`config.mk`:
```
export PLATFORM = sky130hd
export DESIGN_NAME = l2_req_queue
export DESIGN_NICKNAME = d
export VERILOG_FILES = /design/src/source/icache_pkg.sv /design/src/source/l2_req_queue.sv
export VERILOG_INCLUDE_DIRS = /design/src /design/src/include
export SDC_FILE = /design/constraint.sdc
export NUM_CORES = 1
export LEC_CHECK = 0
export ABC_AREA = 1
export CORE_MARGIN = 3
export CORE_UTILIZATION = 30
export DETAILED_ROUTE_END_ITERATION = 12
export DONT_BUFFER_PORTS = 1
export GPL_ROUTABILITY_DRIVEN = 0
export PLACE_DENSITY = 0.52
export SYNTH_ARGS = -nofsm -noshare
export SYNTH_HDL_FRONTEND = slang
export SYNTH_SLANG_ARGS = --single-unit
```
`constraint.sdc`:
```
create_clock -name CLK -period 2.5 [get_ports CLK]
set_input_delay 0.375 -clock CLK [delete_from_list [all_inputs] [get_ports CLK]]
set_output_delay 0.375 -clock CLK [all_outputs]
set_load 0.01 [all_outputs]
```
`src/include/icache_macros.svh`:
```
`ifndef ICACHE_MACROS_SVH
`define ICACHE_MACROS_SVH

// ------------------------------
// address split of the 16-bit PA

`define PA_WIDTH 16
// byte within a 32-byte block
`define BLOCK_OFFSET_WIDTH 5
// set index, PA[7:5]
`define INDEX_WIDTH 3
// PA[15:8]
`define TAG_WIDTH 8
// tag and index together
`define BLOCK_ADDR_WIDTH 11

// ------------------------------
// cache geometry

`define NUM_SETS 8
`define FETCH_BYTES 16
`define BLOCK_BITS 256

// ------------------------------
// L2 link

`define L2_CREDITS 2
`define REQ_QUEUE_DEPTH 4

`endif

```
`src/source/icache_pkg.sv`:
```
`default_nettype none

`include "icache_macros.svh"

package icache_pkg;

	// ------------------------------
	// core side

	// one fetch from the core
	typedef struct packed {
		logic valid;
		logic [`PA_WIDTH-1:0] pa;
	} fetch_req_t;

	// 16 bytes of instructions, byte 0 at the lowest address
	typedef struct packed {
		logic valid;
		logic [`FETCH_BYTES-1:0][7:0] instr;
	} fetch_resp_t;

	// ------------------------------
	// L2 side

	// block request toward L2
	typedef struct packed {
		logic valid;
		logic [`BLOCK_ADDR_WIDTH-1:0] block_addr;
	} l2_req_t;

	// one fill from L2
	typedef struct packed {
		logic valid;
		logic [`BLOCK_ADDR_WIDTH-1:0] block_addr;
		logic [`BLOCK_BITS-1:0] data;
	} l2_resp_t;

	// invalidate request from L2
	typedef struct packed {
		logic valid;
		logic [`BLOCK_ADDR_WIDTH-1:0] block_addr;
	} snoop_inv_t;

	// cache FSM
	typedef enum logic [1:0] {
		IDLE,
		LOOKUP,
		MISS_WAIT
	} icache_state_e;

endpackage

`default_nettype wire

```
`src/source/l2_req_queue.sv`:
```
`timescale 1ns/1ps
`default_nettype none

`include "icache_macros.svh"

module l2_req_queue import icache_pkg::*; (
	input logic CLK,
	input logic nRST,

	// from icache
	input l2_req_t enq,
	output logic [2:0] free_count,

	// toward L2
	input logic l2_credit,
	output l2_req_t l2_req
);

	// ------------------------------
	// storage and state

	logic [`BLOCK_ADDR_WIDTH-1:0] mem [`REQ_QUEUE_DEPTH];
	logic [$clog2(`REQ_QUEUE_DEPTH)-1:0] wr_ptr;
	logic [$clog2(`REQ_QUEUE_DEPTH)-1:0] rd_ptr;
	// 0 to REQ_QUEUE_DEPTH entries
	logic [2:0] count;
	// 0 to L2_CREDITS
	logic [1:0] credits;
	logic empty;
	logic full;
	logic push;
	logic pop;

	assign empty = (count == 3'd0);
	assign full = (count == 3'(`REQ_QUEUE_DEPTH));
	assign push = enq.valid && !full;
	// head leaves whenever L2 has room for it
	assign pop = !empty && (credits != 2'd0);

	assign l2_req = '{valid: pop, block_addr: mem[rd_ptr]};
	assign free_count = 3'(`REQ_QUEUE_DEPTH) - count;

	always_ff @(posedge CLK, negedge nRST) begin
		if (!nRST) begin
			wr_ptr <= '0;
			rd_ptr <= '0;
			count <= '0;
			credits <= 2'(`L2_CREDITS);
		end else begin
			if (push)
				wr_ptr <= wr_ptr + 1'b1;
			if (pop)
				rd_ptr <= rd_ptr + 1'b1;
			count <= count + {2'b0, push} - {2'b0, pop};
			// returned and spent credit in one cycle cancel
			credits <= credits + {1'b0, l2_credit} - {1'b0, pop};
		end
	end

	always_ff @(posedge CLK) begin
		if (push)
			mem[wr_ptr] <= enq.block_addr;
	end

endmodule

`default_nettype wire

```
==> impl_metrics.yaml <==
run:
  cap_violations: 0
grt:
  overflow: 0
  grt_usage_pct: 9.82
  grt_pass1_vias: 1303
  grt_pass1_wl_um: 6560
  antenna_found_initial: 0
  grt_max_degree: 24
setup_path:
  r2r_cells: 13
  worstSetupPathType: "register to register"
  required_ps: 2700
  start_kind: "register"
  worst-path-max-fanout: 7
  cp-end-kind: "register"
  worstPathArrival_ps: 2340
yosys:
  ys_seq_elements: 53
  synth.area.top_cells: "edfxtp_1, nand2_1, dfrtp_1, inv_1, ha_1"
  synth_cell_types: 17
  synth_nets: 252
  synth_top_area_share_pct: 55.5
  ys_warn_count: 0
  syn_area_mm2: 0.00238
  avgSynthCellArea_um2: 10.5
  syn_inst: 227
  ys_seq_area_share_pct: 65.0
  synth_top_area_cell: "edfxtp_1"
layout:
  stdcell_area_mm2: 0.00259
  n_antenna_cell: 0
  final_cell_mix: "nand2_1, edfxtp_1, inv_1"
  multi_input_area_um2: 649
  drive_above_1_share_pct: 6.84
  area_delta_synth_final_pct: 8.77
  nNetsFinal: 258
  layout_commonest_cell: "nand2_1"
  nFillCells: 748
  seq_area_mm2: 0.00155
power_and_ir_drop:
  power.share.clock_pct: 15.8
  seq_power_share_pct: 44.9
  p_int_mw: 1.76
  combPwrFrac_pct: 39.3
  p_leak_nw: 1.13
  swShare_pct: 39.6
  p_per_area_mw_per_mm2: 1120
  p_switching_mw: 1.15
  irDropWorstVdd_v: 0.000234
run_status:
  status: "completed"
clocking:
  cts_max_level: 2
  worstSkewPairLatency_ps: 300
  path_clk_slew_ps: 90
  cts-root-buf: "clkbuf_8"
  cts_buffer_depth: 2
  numCtsBuffers: 5
  cts_tree: "done"
  cts.sinks: 53
  postCtsResizedCells: 0
routing:
  drc: 0
  dr.pass1.iters: 4
  avgViaCountPerCell: 4.13
  ant_nets: 0
  via_count: 1375
  drt-total-wl_um: 4170
  wl_per_cell_um: 12.5
  drt-initial-drc-count: 57
floorplanning:
  start_util_pct: 31.8
  num_io_pins: 30
  fp.dieW_um: 95.1
  rows: 31
  die-area_mm2: 0.00905
  core_area_mm2: 0.00749
  dieHeight_um: 95.1
sta:
  grt_setup_unrepaired: "false"
  max_freq_mhz: 467
  finalCritPeriodShare_pct: 85.6
  max_slew_margin_pct: 66.6
  setup_viol: 0
  layout_min_cycle_time_ps: 2140
  finalSetupTns_ps: 0
  skew_ps: 4.05
  report.final.slew_viol_count: 0
  worst_pin_slew_ps: 501
  hold_viol_final: 0
place:
  place_hpwl_um: 2750
  placed_cell_area_mm2: 0.00249
  io_buffers: 0
worst_hold_path:
  holdPathStages: 0
  hold_path.class: "input port to register"
worst max-delay path: stages (launching register included):
cell     delay [ps]
dfrtp_1         430
inv_1            70
ha_1            210
ha_1            180
inv_1            50
nand2_1         140
inv_1           130
nand2_1          60
nand2_1          90
ha_1            140
inv_1            40
fa_1            370
nand3_1          90
nand2_1          50
stage by stage:
step / hold slack (ps) / total power [mW] / setup WS, ps / instances / utilization, %
finish: 165 / 2.91 / 361 / 333 / 34.6
global route: 141 / 3.17 / 166 / 333 / 34.6
CTS: 153 / 2.98 / 340 / 333 / 34.6
detailed placement: 79.6 / 2.51 / 359 / 324 / 33.3
global placement: 79.8 / 2.49 / 387 / 324 / 33.3
floorplan: 79.4 / 2.25 / 549 / 227 / -
routing by layer:
layer | GRT usage, % | vias up | part of all wire (%)
met1 | 10.5 | 627 | 43
met2 | 17.6 | 25 | 50
met3 | 3.63 | 2 | 5.9
met5 | 0 | - | 0
li1 | - | 721 | -
met4 | 3.61 | 0 | 0.82
registers in the layout, summed over array words and instances (netlist names):
signal and cells:
mem 44, credits 2, rd_ptr 2, wr_ptr 2, count 3
synth_stat cells:
library cell / number
buf_6: 2
buf_4: 3
xor2_1: 1
o21ai_0: 4
inv_2: 1
nand2_1: 87
or2_1: 5
nand3_1: 14
nor2_1: 6
dfstp_2: 1
inv_1: 31
edfxtp_1: 44
buf_2: 4
ha_1: 9
fa_1: 1
or2_0: 6
dfrtp_1: 8
power groups by stage:
stage,clock (mW),sequential (mW),combinational (mW)
2_1_floorplan,0,1.29,0.960
6_report,0.460,1.31,1.15
4_1_cts,0.480,1.31,1.18
3_3_place_gp,0,1.33,1.16
5_1_grt,0.508,1.33,1.33
3_5_place_dp,0,1.33,1.18
path summary, 6_finish.rpt:
check / startpoint / to / slack (ps)
worst max-delay path: count[0] / count[2] / 360
worst min-delay path: enq[5] / mem[1][5] / 170
worst min register to register: credits[1] / credits[1] / 520
worst max register to register: count[0] / count[2] / 360
max in group asynchronous: nRST / credits[1] / 1740
min in group asynchronous: nRST / count[1] / 440
final cells by class:
cell class	instances	area share [%]
flip-flops and latches	53	59.7
multi-input cells	133	25.1
well taps	99	4.78
inverters	32	4.64
clock buffers	6	2.80
repair buffers	8	2.41
clock inverters	2	0.579
kinds of logic (layout without fill, tap and decap cells):
| group | count (synthesis) | in the layout | synth area share [%] |
|---|---|---|---|
| and+or+nand+nor | 118 | 118 | 20.5 |
| xor gates and xnor gates | 1 | 1 | 0.368 |
| AOI/OAI and AO/OA | 4 | 4 | 0.840 |
| buffers and inverters | 41 | 48 | 7.77 |
| adders and majority gates | 10 | 10 | 5.57 |
| DFF | 53 | 53 | 65.0 |
timing repair:
action,CTS,global route
buffers inserted,0,0
hold endpoints to repair,9,0
hold buffers,1,0
No activity file was read; power rests on OpenSTA's default activity.
