## config.mk

```make
export PLATFORM = sky130hd
export DESIGN_NAME = icache_wrapper
export DESIGN_NICKNAME = d
export VERILOG_FILES = /design/src/source/icache_pkg.sv /design/src/source/icache.sv /design/src/source/icache_wrapper.sv
export VERILOG_INCLUDE_DIRS = /design/src /design/src/include
export SDC_FILE = /design/constraint.sdc
export NUM_CORES = 2
export LEC_CHECK = 0
export BUFFER_PORTS_ARGS = -buffer_cell sky130_fd_sc_hd__buf_2
export CAP_MARGIN = 30
export CORE_MARGIN = 1
export CORE_UTILIZATION = 41
export DETAILED_ROUTE_END_ITERATION = 16
export PLACE_DENSITY = 0.67
export SLEW_MARGIN = 15
export SYNTH_ARGS = -nofsm -noshare
export SYNTH_HDL_FRONTEND = slang
export SYNTH_MEMORY_MAX_BITS = 65536
export SYNTH_SLANG_ARGS = --single-unit
```

## constraint.sdc

```tcl
create_clock -name CLK -period 38.8 [get_ports CLK]
set_clock_uncertainty 0.05 [all_clocks]
set_input_delay 3.88 -clock CLK [delete_from_list [all_inputs] [get_ports CLK]]
set_output_delay 3.88 -clock CLK [all_outputs]
set_load 0.02 [all_outputs]
```

## src/include/icache_macros.svh

```systemverilog
`ifndef ICACHE_MACROS_SVH
`define ICACHE_MACROS_SVH

// ------------------------------
// address split of the 16-bit PA

`define PA_WIDTH 16
// byte within a 32-byte block
`define BLOCK_OFFSET_WIDTH 5
// set index, PA[7:5]
`define INDEX_WIDTH 3
// PA[15:8]
`define TAG_WIDTH 8
// tag and index together
`define BLOCK_ADDR_WIDTH 11

// ------------------------------
// cache geometry

`define NUM_SETS 8
`define FETCH_BYTES 16
`define BLOCK_BITS 256

// ------------------------------
// L2 link

`define L2_CREDITS 2
`define REQ_QUEUE_DEPTH 4

`endif

```

## src/source/icache_pkg.sv

```systemverilog
`default_nettype none

`include "icache_macros.svh"

package icache_pkg;

	// ------------------------------
	// core side

	// one fetch from the core
	typedef struct packed {
		logic valid;
		logic [`PA_WIDTH-1:0] pa;
	} fetch_req_t;

	// 16 bytes of instructions, byte 0 at the lowest address
	typedef struct packed {
		logic valid;
		logic [`FETCH_BYTES-1:0][7:0] instr;
	} fetch_resp_t;

	// ------------------------------
	// L2 side

	// block request toward L2
	typedef struct packed {
		logic valid;
		logic [`BLOCK_ADDR_WIDTH-1:0] block_addr;
	} l2_req_t;

	// one fill from L2
	typedef struct packed {
		logic valid;
		logic [`BLOCK_ADDR_WIDTH-1:0] block_addr;
		logic [`BLOCK_BITS-1:0] data;
	} l2_resp_t;

	// invalidate request from L2
	typedef struct packed {
		logic valid;
		logic [`BLOCK_ADDR_WIDTH-1:0] block_addr;
	} snoop_inv_t;

	// cache FSM
	typedef enum logic [1:0] {
		IDLE,
		LOOKUP,
		MISS_WAIT
	} icache_state_e;

endpackage

`default_nettype wire

```

## src/source/icache.sv

```systemverilog
`timescale 1ns/1ps
`default_nettype none

`include "icache_macros.svh"

module icache import icache_pkg::*; (
	input logic CLK,
	input logic nRST,

	// core side
	input fetch_req_t fetch_req,
	output fetch_resp_t fetch_resp,

	// L2 side
	input l2_resp_t l2_resp,
	input snoop_inv_t snoop_inv,
	input logic [2:0] queue_free,
	output l2_req_t enq_req
);

	// ------------------------------
	// arrays, two ways

	logic [`TAG_WIDTH-1:0] tag_arr [2][`NUM_SETS];
	logic [`BLOCK_BITS-1:0] data_arr [2][`NUM_SETS];
	logic [`NUM_SETS-1:0][1:0] valid_arr;
	// LRU way of each set, the next victim
	logic [`NUM_SETS-1:0] lru;

	// ------------------------------
	// control and payload registers

	icache_state_e state;
	logic [`PA_WIDTH-1:0] req_pa;
	// next block still has to be enqueued
	logic pf_issue;
	// prefetch sent, its fill not yet seen
	logic pf_pending;
	logic [`BLOCK_ADDR_WIDTH-1:0] pf_addr;
	logic resp_valid;
	logic [`FETCH_BYTES-1:0][7:0] resp_instr;
	logic enq_valid;
	logic [`BLOCK_ADDR_WIDTH-1:0] enq_addr;

	// ------------------------------
	// lookup decode

	logic [`BLOCK_ADDR_WIDTH-1:0] req_block;
	logic [`TAG_WIDTH-1:0] req_tag;
	logic [`INDEX_WIDTH-1:0] req_index;
	logic req_half;
	logic [`BLOCK_ADDR_WIDTH-1:0] next_block;
	logic [`TAG_WIDTH-1:0] next_tag;
	logic [`INDEX_WIDTH-1:0] next_index;
	logic [1:0] hit_vec;
	logic [1:0] next_present_vec;
	logic hit;
	logic hit_way;
	logic next_present;
	logic miss_go;
	logic [`BLOCK_BITS-1:0] hit_line;

	assign req_block = req_pa[`PA_WIDTH-1 -: `BLOCK_ADDR_WIDTH];
	assign req_tag = req_block[`BLOCK_ADDR_WIDTH-1 -: `TAG_WIDTH];
	assign req_index = req_block[`INDEX_WIDTH-1:0];
	// selects the 16-byte half of the block
	assign req_half = req_pa[`BLOCK_OFFSET_WIDTH-1];
	assign next_block = req_block + 1'b1;
	assign next_tag = next_block[`BLOCK_ADDR_WIDTH-1 -: `TAG_WIDTH];
	assign next_index = next_block[`INDEX_WIDTH-1:0];

	always_comb begin
		for (int w = 0; w < 2; w++) begin
			hit_vec[w] = valid_arr[req_index][w] && (tag_arr[w][req_index] == req_tag);
			next_present_vec[w] = valid_arr[next_index][w]
				&& (tag_arr[w][next_index] == next_tag);
		end
	end

	assign hit = |hit_vec;
	assign hit_way = hit_vec[1];
	assign next_present = |next_present_vec;
	assign hit_line = data_arr[hit_way][req_index];
	// a miss waits for an outstanding prefetch and for room for two requests
	assign miss_go = !hit && !pf_pending && (queue_free >= 3'd2);

	// ------------------------------
	// fill and snoop decode

	logic [`TAG_WIDTH-1:0] fill_tag;
	logic [`INDEX_WIDTH-1:0] fill_index;
	logic fill_way;
	logic fill_demand;
	logic [`TAG_WIDTH-1:0] snoop_tag;
	logic [`INDEX_WIDTH-1:0] snoop_index;
	logic [1:0] snoop_hit_vec;

	assign fill_tag = l2_resp.block_addr[`BLOCK_ADDR_WIDTH-1 -: `TAG_WIDTH];
	assign fill_index = l2_resp.block_addr[`INDEX_WIDTH-1:0];
	assign fill_demand = (state == MISS_WAIT) && l2_resp.valid
		&& (l2_resp.block_addr == req_block);

	// invalid way first, else LRU
	always_comb begin
		if (!valid_arr[fill_index][0])
			fill_way = 1'b0;
		else if (!valid_arr[fill_index][1])
			fill_way = 1'b1;
		else
			fill_way = lru[fill_index];
	end

	assign snoop_tag = snoop_inv.block_addr[`BLOCK_ADDR_WIDTH-1 -: `TAG_WIDTH];
	assign snoop_index = snoop_inv.block_addr[`INDEX_WIDTH-1:0];

	always_comb begin
		for (int w = 0; w < 2; w++) begin
			snoop_hit_vec[w] = snoop_inv.valid && valid_arr[snoop_index][w]
				&& (tag_arr[w][snoop_index] == snoop_tag);
		end
	end

	// ------------------------------
	// FSM, valid and LRU state

	always_ff @(posedge CLK, negedge nRST) begin
		if (!nRST) begin
			state <= IDLE;
			valid_arr <= '0;
			lru <= '0;
			pf_issue <= 1'b0;
			pf_pending <= 1'b0;
			resp_valid <= 1'b0;
			enq_valid <= 1'b0;
		end else begin
			resp_valid <= 1'b0;
			enq_valid <= 1'b0;
			case (state)
				IDLE: begin
					if (fetch_req.valid)
						state <= LOOKUP;
				end
				LOOKUP: begin
					if (hit) begin
						resp_valid <= 1'b1;
						lru[req_index] <= ~hit_way;
						state <= IDLE;
					end else if (miss_go) begin
						enq_valid <= 1'b1;
						pf_issue <= !next_present;
						state <= MISS_WAIT;
					end
				end
				MISS_WAIT: begin
					if (fill_demand) begin
						resp_valid <= 1'b1;
						state <= IDLE;
					end
				end
				default: state <= IDLE;
			endcase

			// prefetch goes out the cycle after the demand request
			if (pf_issue) begin
				enq_valid <= 1'b1;
				pf_issue <= 1'b0;
				pf_pending <= 1'b1;
			end
			if (l2_resp.valid && pf_pending && (l2_resp.block_addr == pf_addr))
				pf_pending <= 1'b0;

			// snoop clear before fill so a fill wins on the same line
			for (int w = 0; w < 2; w++) begin
				if (snoop_hit_vec[w])
					valid_arr[snoop_index][w] <= 1'b0;
			end
			if (l2_resp.valid) begin
				valid_arr[fill_index][fill_way] <= 1'b1;
				lru[fill_index] <= ~fill_way;
			end
		end
	end

	// ------------------------------
	// arrays and payload

	always_ff @(posedge CLK) begin
		if ((state == IDLE) && fetch_req.valid)
			req_pa <= fetch_req.pa;
		if ((state == LOOKUP) && hit)
			resp_instr <= hit_line[req_half * (`FETCH_BYTES * 8) +: `FETCH_BYTES * 8];
		else if (fill_demand)
			resp_instr <= l2_resp.data[req_half * (`FETCH_BYTES * 8) +: `FETCH_BYTES * 8];
		if ((state == LOOKUP) && miss_go) begin
			enq_addr <= req_block;
		end else if (pf_issue) begin
			enq_addr <= next_block;
			pf_addr <= next_block;
		end
		if (l2_resp.valid) begin
			tag_arr[fill_way][fill_index] <= fill_tag;
			data_arr[fill_way][fill_index] <= l2_resp.data;
		end
	end

	assign fetch_resp = '{valid: resp_valid, instr: resp_instr};
	assign enq_req = '{valid: enq_valid, block_addr: enq_addr};

endmodule

`default_nettype wire

```

## src/source/icache_wrapper.sv

```systemverilog
`timescale 1ns/1ps
`default_nettype none

module icache_wrapper import icache_pkg::*; (
	input logic CLK,
	input logic nRST,

	// core side
	input fetch_req_t next_fetch_req,
	output fetch_resp_t last_fetch_resp,

	// L2 side
	input l2_resp_t next_l2_resp,
	input snoop_inv_t next_snoop_inv,

	// request queue
	input logic [2:0] queue_free,
	output l2_req_t enq_req
);

	// ------------------------------
	// cache side of the boundary

	fetch_req_t fetch_req;
	fetch_resp_t fetch_resp;
	l2_resp_t l2_resp;
	snoop_inv_t snoop_inv;
	logic [2:0] queue_free_r;
	l2_req_t icache_enq_req;

	icache icache_i (
		.CLK(CLK),
		.nRST(nRST),
		.fetch_req(fetch_req),
		.fetch_resp(fetch_resp),
		.l2_resp(l2_resp),
		.snoop_inv(snoop_inv),
		.queue_free(queue_free_r),
		.enq_req(icache_enq_req)
	);

	// ------------------------------
	// boundary registers, one stage each way

	always_ff @(posedge CLK, negedge nRST) begin
		if (!nRST) begin
			fetch_req <= '0;
			l2_resp <= '0;
			snoop_inv <= '0;
			queue_free_r <= '0;
			last_fetch_resp <= '0;
			enq_req <= '0;
		end else begin
			// inputs
			fetch_req <= next_fetch_req;
			l2_resp <= next_l2_resp;
			snoop_inv <= next_snoop_inv;
			queue_free_r <= queue_free;
			// outputs
			last_fetch_resp <= fetch_resp;
			enq_req <= icache_enq_req;
		end
	end

endmodule

`default_nettype wire

```

==> results.md <==
- Worst min path class: flop to flop
- Worst-Skew Late Latency: 1.05 ns
- PwrDens: 56.8 nW/um^2
- Worst-path fanout max: 56
- Kind of end point of the critical path: flop
- Share of cells above drive strength 1: 20.6%
- RSZ-0062 raised after global routing: false
- Core Area: 445000 um^2
- Largest delay share family, worst path: buffers and inverters
- Number of synthesized flops with an enable pin: 4386
- Clock period minus worst slack: 8.98 ns
- Status: complete, no violations
- Critical path arrival: 9.65 ns
- Largest net degree at the start of global routing: 159
- Worst VDD drop: 0.0407 mV
- Post-CTS Setup Bufs: 0
- Syn Std Cell Area: 183000 um^2
- Die area: 450000 um^2
- CTS tree: done
- Tcrit/Tclk final: 23.1%
- P_leak: 0.0726 uW
- Setup tns final: 0 ns
- Buf/Inv on CP: 6
- Die W: 671 um
- Pins Over Slew Limit: 0
- Initial antenna violation count: 85
- CTS sink count: 4852
- ANT nets after route: 0
- Congestion Overflow GR: 0
- Die height: 671 um
- Port bufs: 437
- Layout area overhead: 14.1%
- Biggest area consumer among synthesized cells: edfxtp_1
- Kind of critical path: flop to flop
- Clock slew at reported path FFs: 0.06 ns
- Drt drc: 0
- Number of hold buffers added after cts: 0
- WL final: 530000 um
- Syn nets: 9709
- Worst Path Required: 39.47 ns
- Initial DRC Count: 12600
- Final #Nets: 10300
- Num CTS Buffers: 474
- CTS max path bufs: 4
- First-pass GRT wire length: 744000 um
- Crit-path cells: buf_4, and2_4, buf_4, a22oi_1, o21ai_1, xnor2_1, nand3_4, or2_4, buf_4, buf_4, buf_4, buf_4, mux2i_1, o22ai_1, a2111oi_0, o32ai_1
- I/O pins: 443
- GRT Util Overall: 23.0%
- Startpoint types: flop
- Worst slew margin: 14.7%
- Final Hold Fails: 0
- Dominant cells by area after synthesis: edfxtp_1 72%, mux4_2 6.6%, dfrtp_1 6.4%, mux2i_1 4.4%, o21ai_0 1.3%
- Clk root buf: clkbuf_16
- Max cap viols: 0
- Wire per inst: 32.3 um
- Placer Congestion: 0.823
- H-tree depth: 5
- First-pass DRT Iterations: 6
- Setup Viol. Count Final: 0
- Syn avg cell area: 19.5 um^2
- Fin area: 209000 um^2
- Post-DP HPWL: 277000 um
- # resized after CTS: 0
- Vias in the first global route: 99400
- Yosys warns: 0
- Async S/R FF share, synth: 9.60%
- Fmax: 0.111 GHz
- Placed Area: 193000 um^2
- Slew @ Worst Pin: 1.28 ns
- Synthesized instance count: 9403
- Top FF cell, synth: edfxtp_1
- Num rows: 245
- Routed via count: 99200
- Sequential Area: 143000 um^2
- Starting density of the core: 41.2%
- Critical Path Max Stage Delay: 0.91 ns
- Synth cell types: 70
- Most common cell on crit path: buf_4
- Pre-CTS setup slack: 29.93 ns
- Post-synth top area share: 71.8%
- #FFs+latches synth: 4852
- Worst Slack Setup Final: 29.82 ns
- Multi-input gate area: 37700 um^2
- Sequential-to-total area share from yosys stat: 78.2%
- Layout filler cell count: 36200
- Routed vias/inst: 6.04
- Slowest cell on crit path: buf_4
## state kept, by name, summed over array words and instances (netlist names)
name,cells
icache_i.lru,8
icache_i.fetch_resp,128
icache_i.resp_valid,1
snoop_inv,12
icache_i.enq_valid,1
icache_i.data_arr,4096
icache_i.pf_pending,1
icache_i.req_pa,12
icache_i.pf_issue,1
icache_i.enq_addr,11
icache_i.tag_arr,128
last_fetch_resp,129
queue_free_r,2
icache_i.state,2
fetch_req,13
icache_i.pf_addr,11
l2_resp,268
icache_i.valid_arr,16
enq_req,12
## cell type report
type | count | share of cell area [%]
flip-flops and latches | 4852 | 68.5
multi-input cells | 3928 | 18.0
clock buffers | 626 | 6.14
well taps | 5928 | 3.54
repair buffers | 700 | 2.32
clock inverters | 270 | 1.40
diodes | 95 | 0.114
inverters | 18 | 0.0329
## power by group
part	leakage, uW	internal (uW)	switching [uW]
clock	0.00769	2630	2000
combinational	0.0198	365	842
sequential	0.0451	5930	131
total	0.0726	8920	2970
## per-layer routing
metal / track usage [%] / part of all wire [%] / vias up
met3: 3.59 / 9.4 / 1044
met1: 30.5 / 38 / 52400
met5: 0 / 0.038 / -
li1: - / - / 39900
met2: 38.0 / 49 / 5869
met4: 9.83 / 4.4 / 32
## cells by family (layout without fill, tap and decap cells)
group	after synthesis	in the layout	share of synthesized area (%)
DFF	4852	4852	78.2
AOI/OAI and AO/OA	1647	1647	6.20
muxes	1463	1463	11.7
and+or+nand+nor	728	728	1.99
buffers and inverters	623	1614	1.51
xor gates and xnor gates	86	86	0.411
adders and majority gates	4	4	0.0273
other	0	95	0
## placed cells by master, fill, tap and decap left out, types with 19 or more instances in the layout
| cell type | instances |
|---|---|
| buf_12 | 35 |
| clkinv_1 | 71 |
| mux2i_1 | 800 |
| clkbuf_16 | 477 |
| buf_4 | 210 |
| xor2_1 | 37 |
| dfrtp_1 | 466 |
| o22ai_1 | 191 |
| o211ai_1 | 42 |
| a21o_1 | 139 |
| clkinv_2 | 94 |
| a21oi_1 | 99 |
| nor4bb_1 | 19 |
| a211oi_1 | 62 |
| edfxtp_1 | 4386 |
| nor2_1 | 141 |
| clkbuf_1 | 112 |
| a222oi_1 | 30 |
| nand2_1 | 193 |
| diode_2 | 95 |
| a211o_1 | 19 |
| o221ai_1 | 99 |
| nor4_1 | 46 |
| bufinv_16 | 42 |
| clkbuf_8 | 37 |
| a22oi_1 | 105 |
| mux2_2 | 118 |
| xnor2_1 | 48 |
| a2111oi_0 | 86 |
| o21ai_0 | 483 |
| mux4_2 | 535 |
| nand3_1 | 196 |
| buf_2 | 438 |
| o32ai_1 | 91 |
| a22o_1 | 108 |
## path summary, 6_finish.rpt
check | startpoint | to | slack, ns | cells past startpoint
worst max-delay path | icache_i.req_pa[7] | icache_i.fetch_resp[120] | 29.82 | 16
max in group asynchronous | nRST | l2_resp[106] | 32.51 | 5
worst max register to register | icache_i.req_pa[7] | icache_i.fetch_resp[120] | 29.82 | 16
worst min register to register | icache_i.fetch_resp[115] | last_fetch_resp[115] | 0.29 | 0
worst min-delay path | icache_i.fetch_resp[115] | last_fetch_resp[115] | 0.29 | 0
min in group asynchronous | nRST | last_fetch_resp[13] | 2.86 | 1
## stage by stage
stage	hold slack, ns	cells	total power (uW)	util [%]
2_1_floorplan	0.281	9403	6860	-
3_3_place_gp	0.284	15400	7320	43.3
3_5_place_dp	0.284	15400	7360	43.4
4_1_cts	0.290	16300	11900	46.9
5_1_grt	0.291	16400	12200	47.0
6_report	0.287	16400	11900	47.0
## Yosys cell counts, types with 10 or more instances
library cell  instances
o22ai_1             191
buf_1                19
a21o_1              139
a222oi_1             30
dfrtp_1             466
nor4bb_1             19
a211o_1              19
o221ai_1             99
xnor2_1              48
a22o_1              108
o21ai_0             484
nand3_1             199
buf_2               143
o32ai_1              91
a221oi_1             15
mux2_2              118
buf_4                34
nand4_1              18
o211ai_1             42
mux4_2              535
xor2_1               38
a22oi_1             105
nor4_1               48
o2bb2ai_1            10
buf_6                16
and4_1               11
nand2_1             196
a41oi_1              10
a211oi_1             62
edfxtp_1           4386
nor2b_1              15
mux2i_1             800
a2111oi_0            94
a21oi_1              99
and3_1               13
clkbuf_1            393
nor2_1              149
inv_1                17
Power figures use the tool's default switching activity.
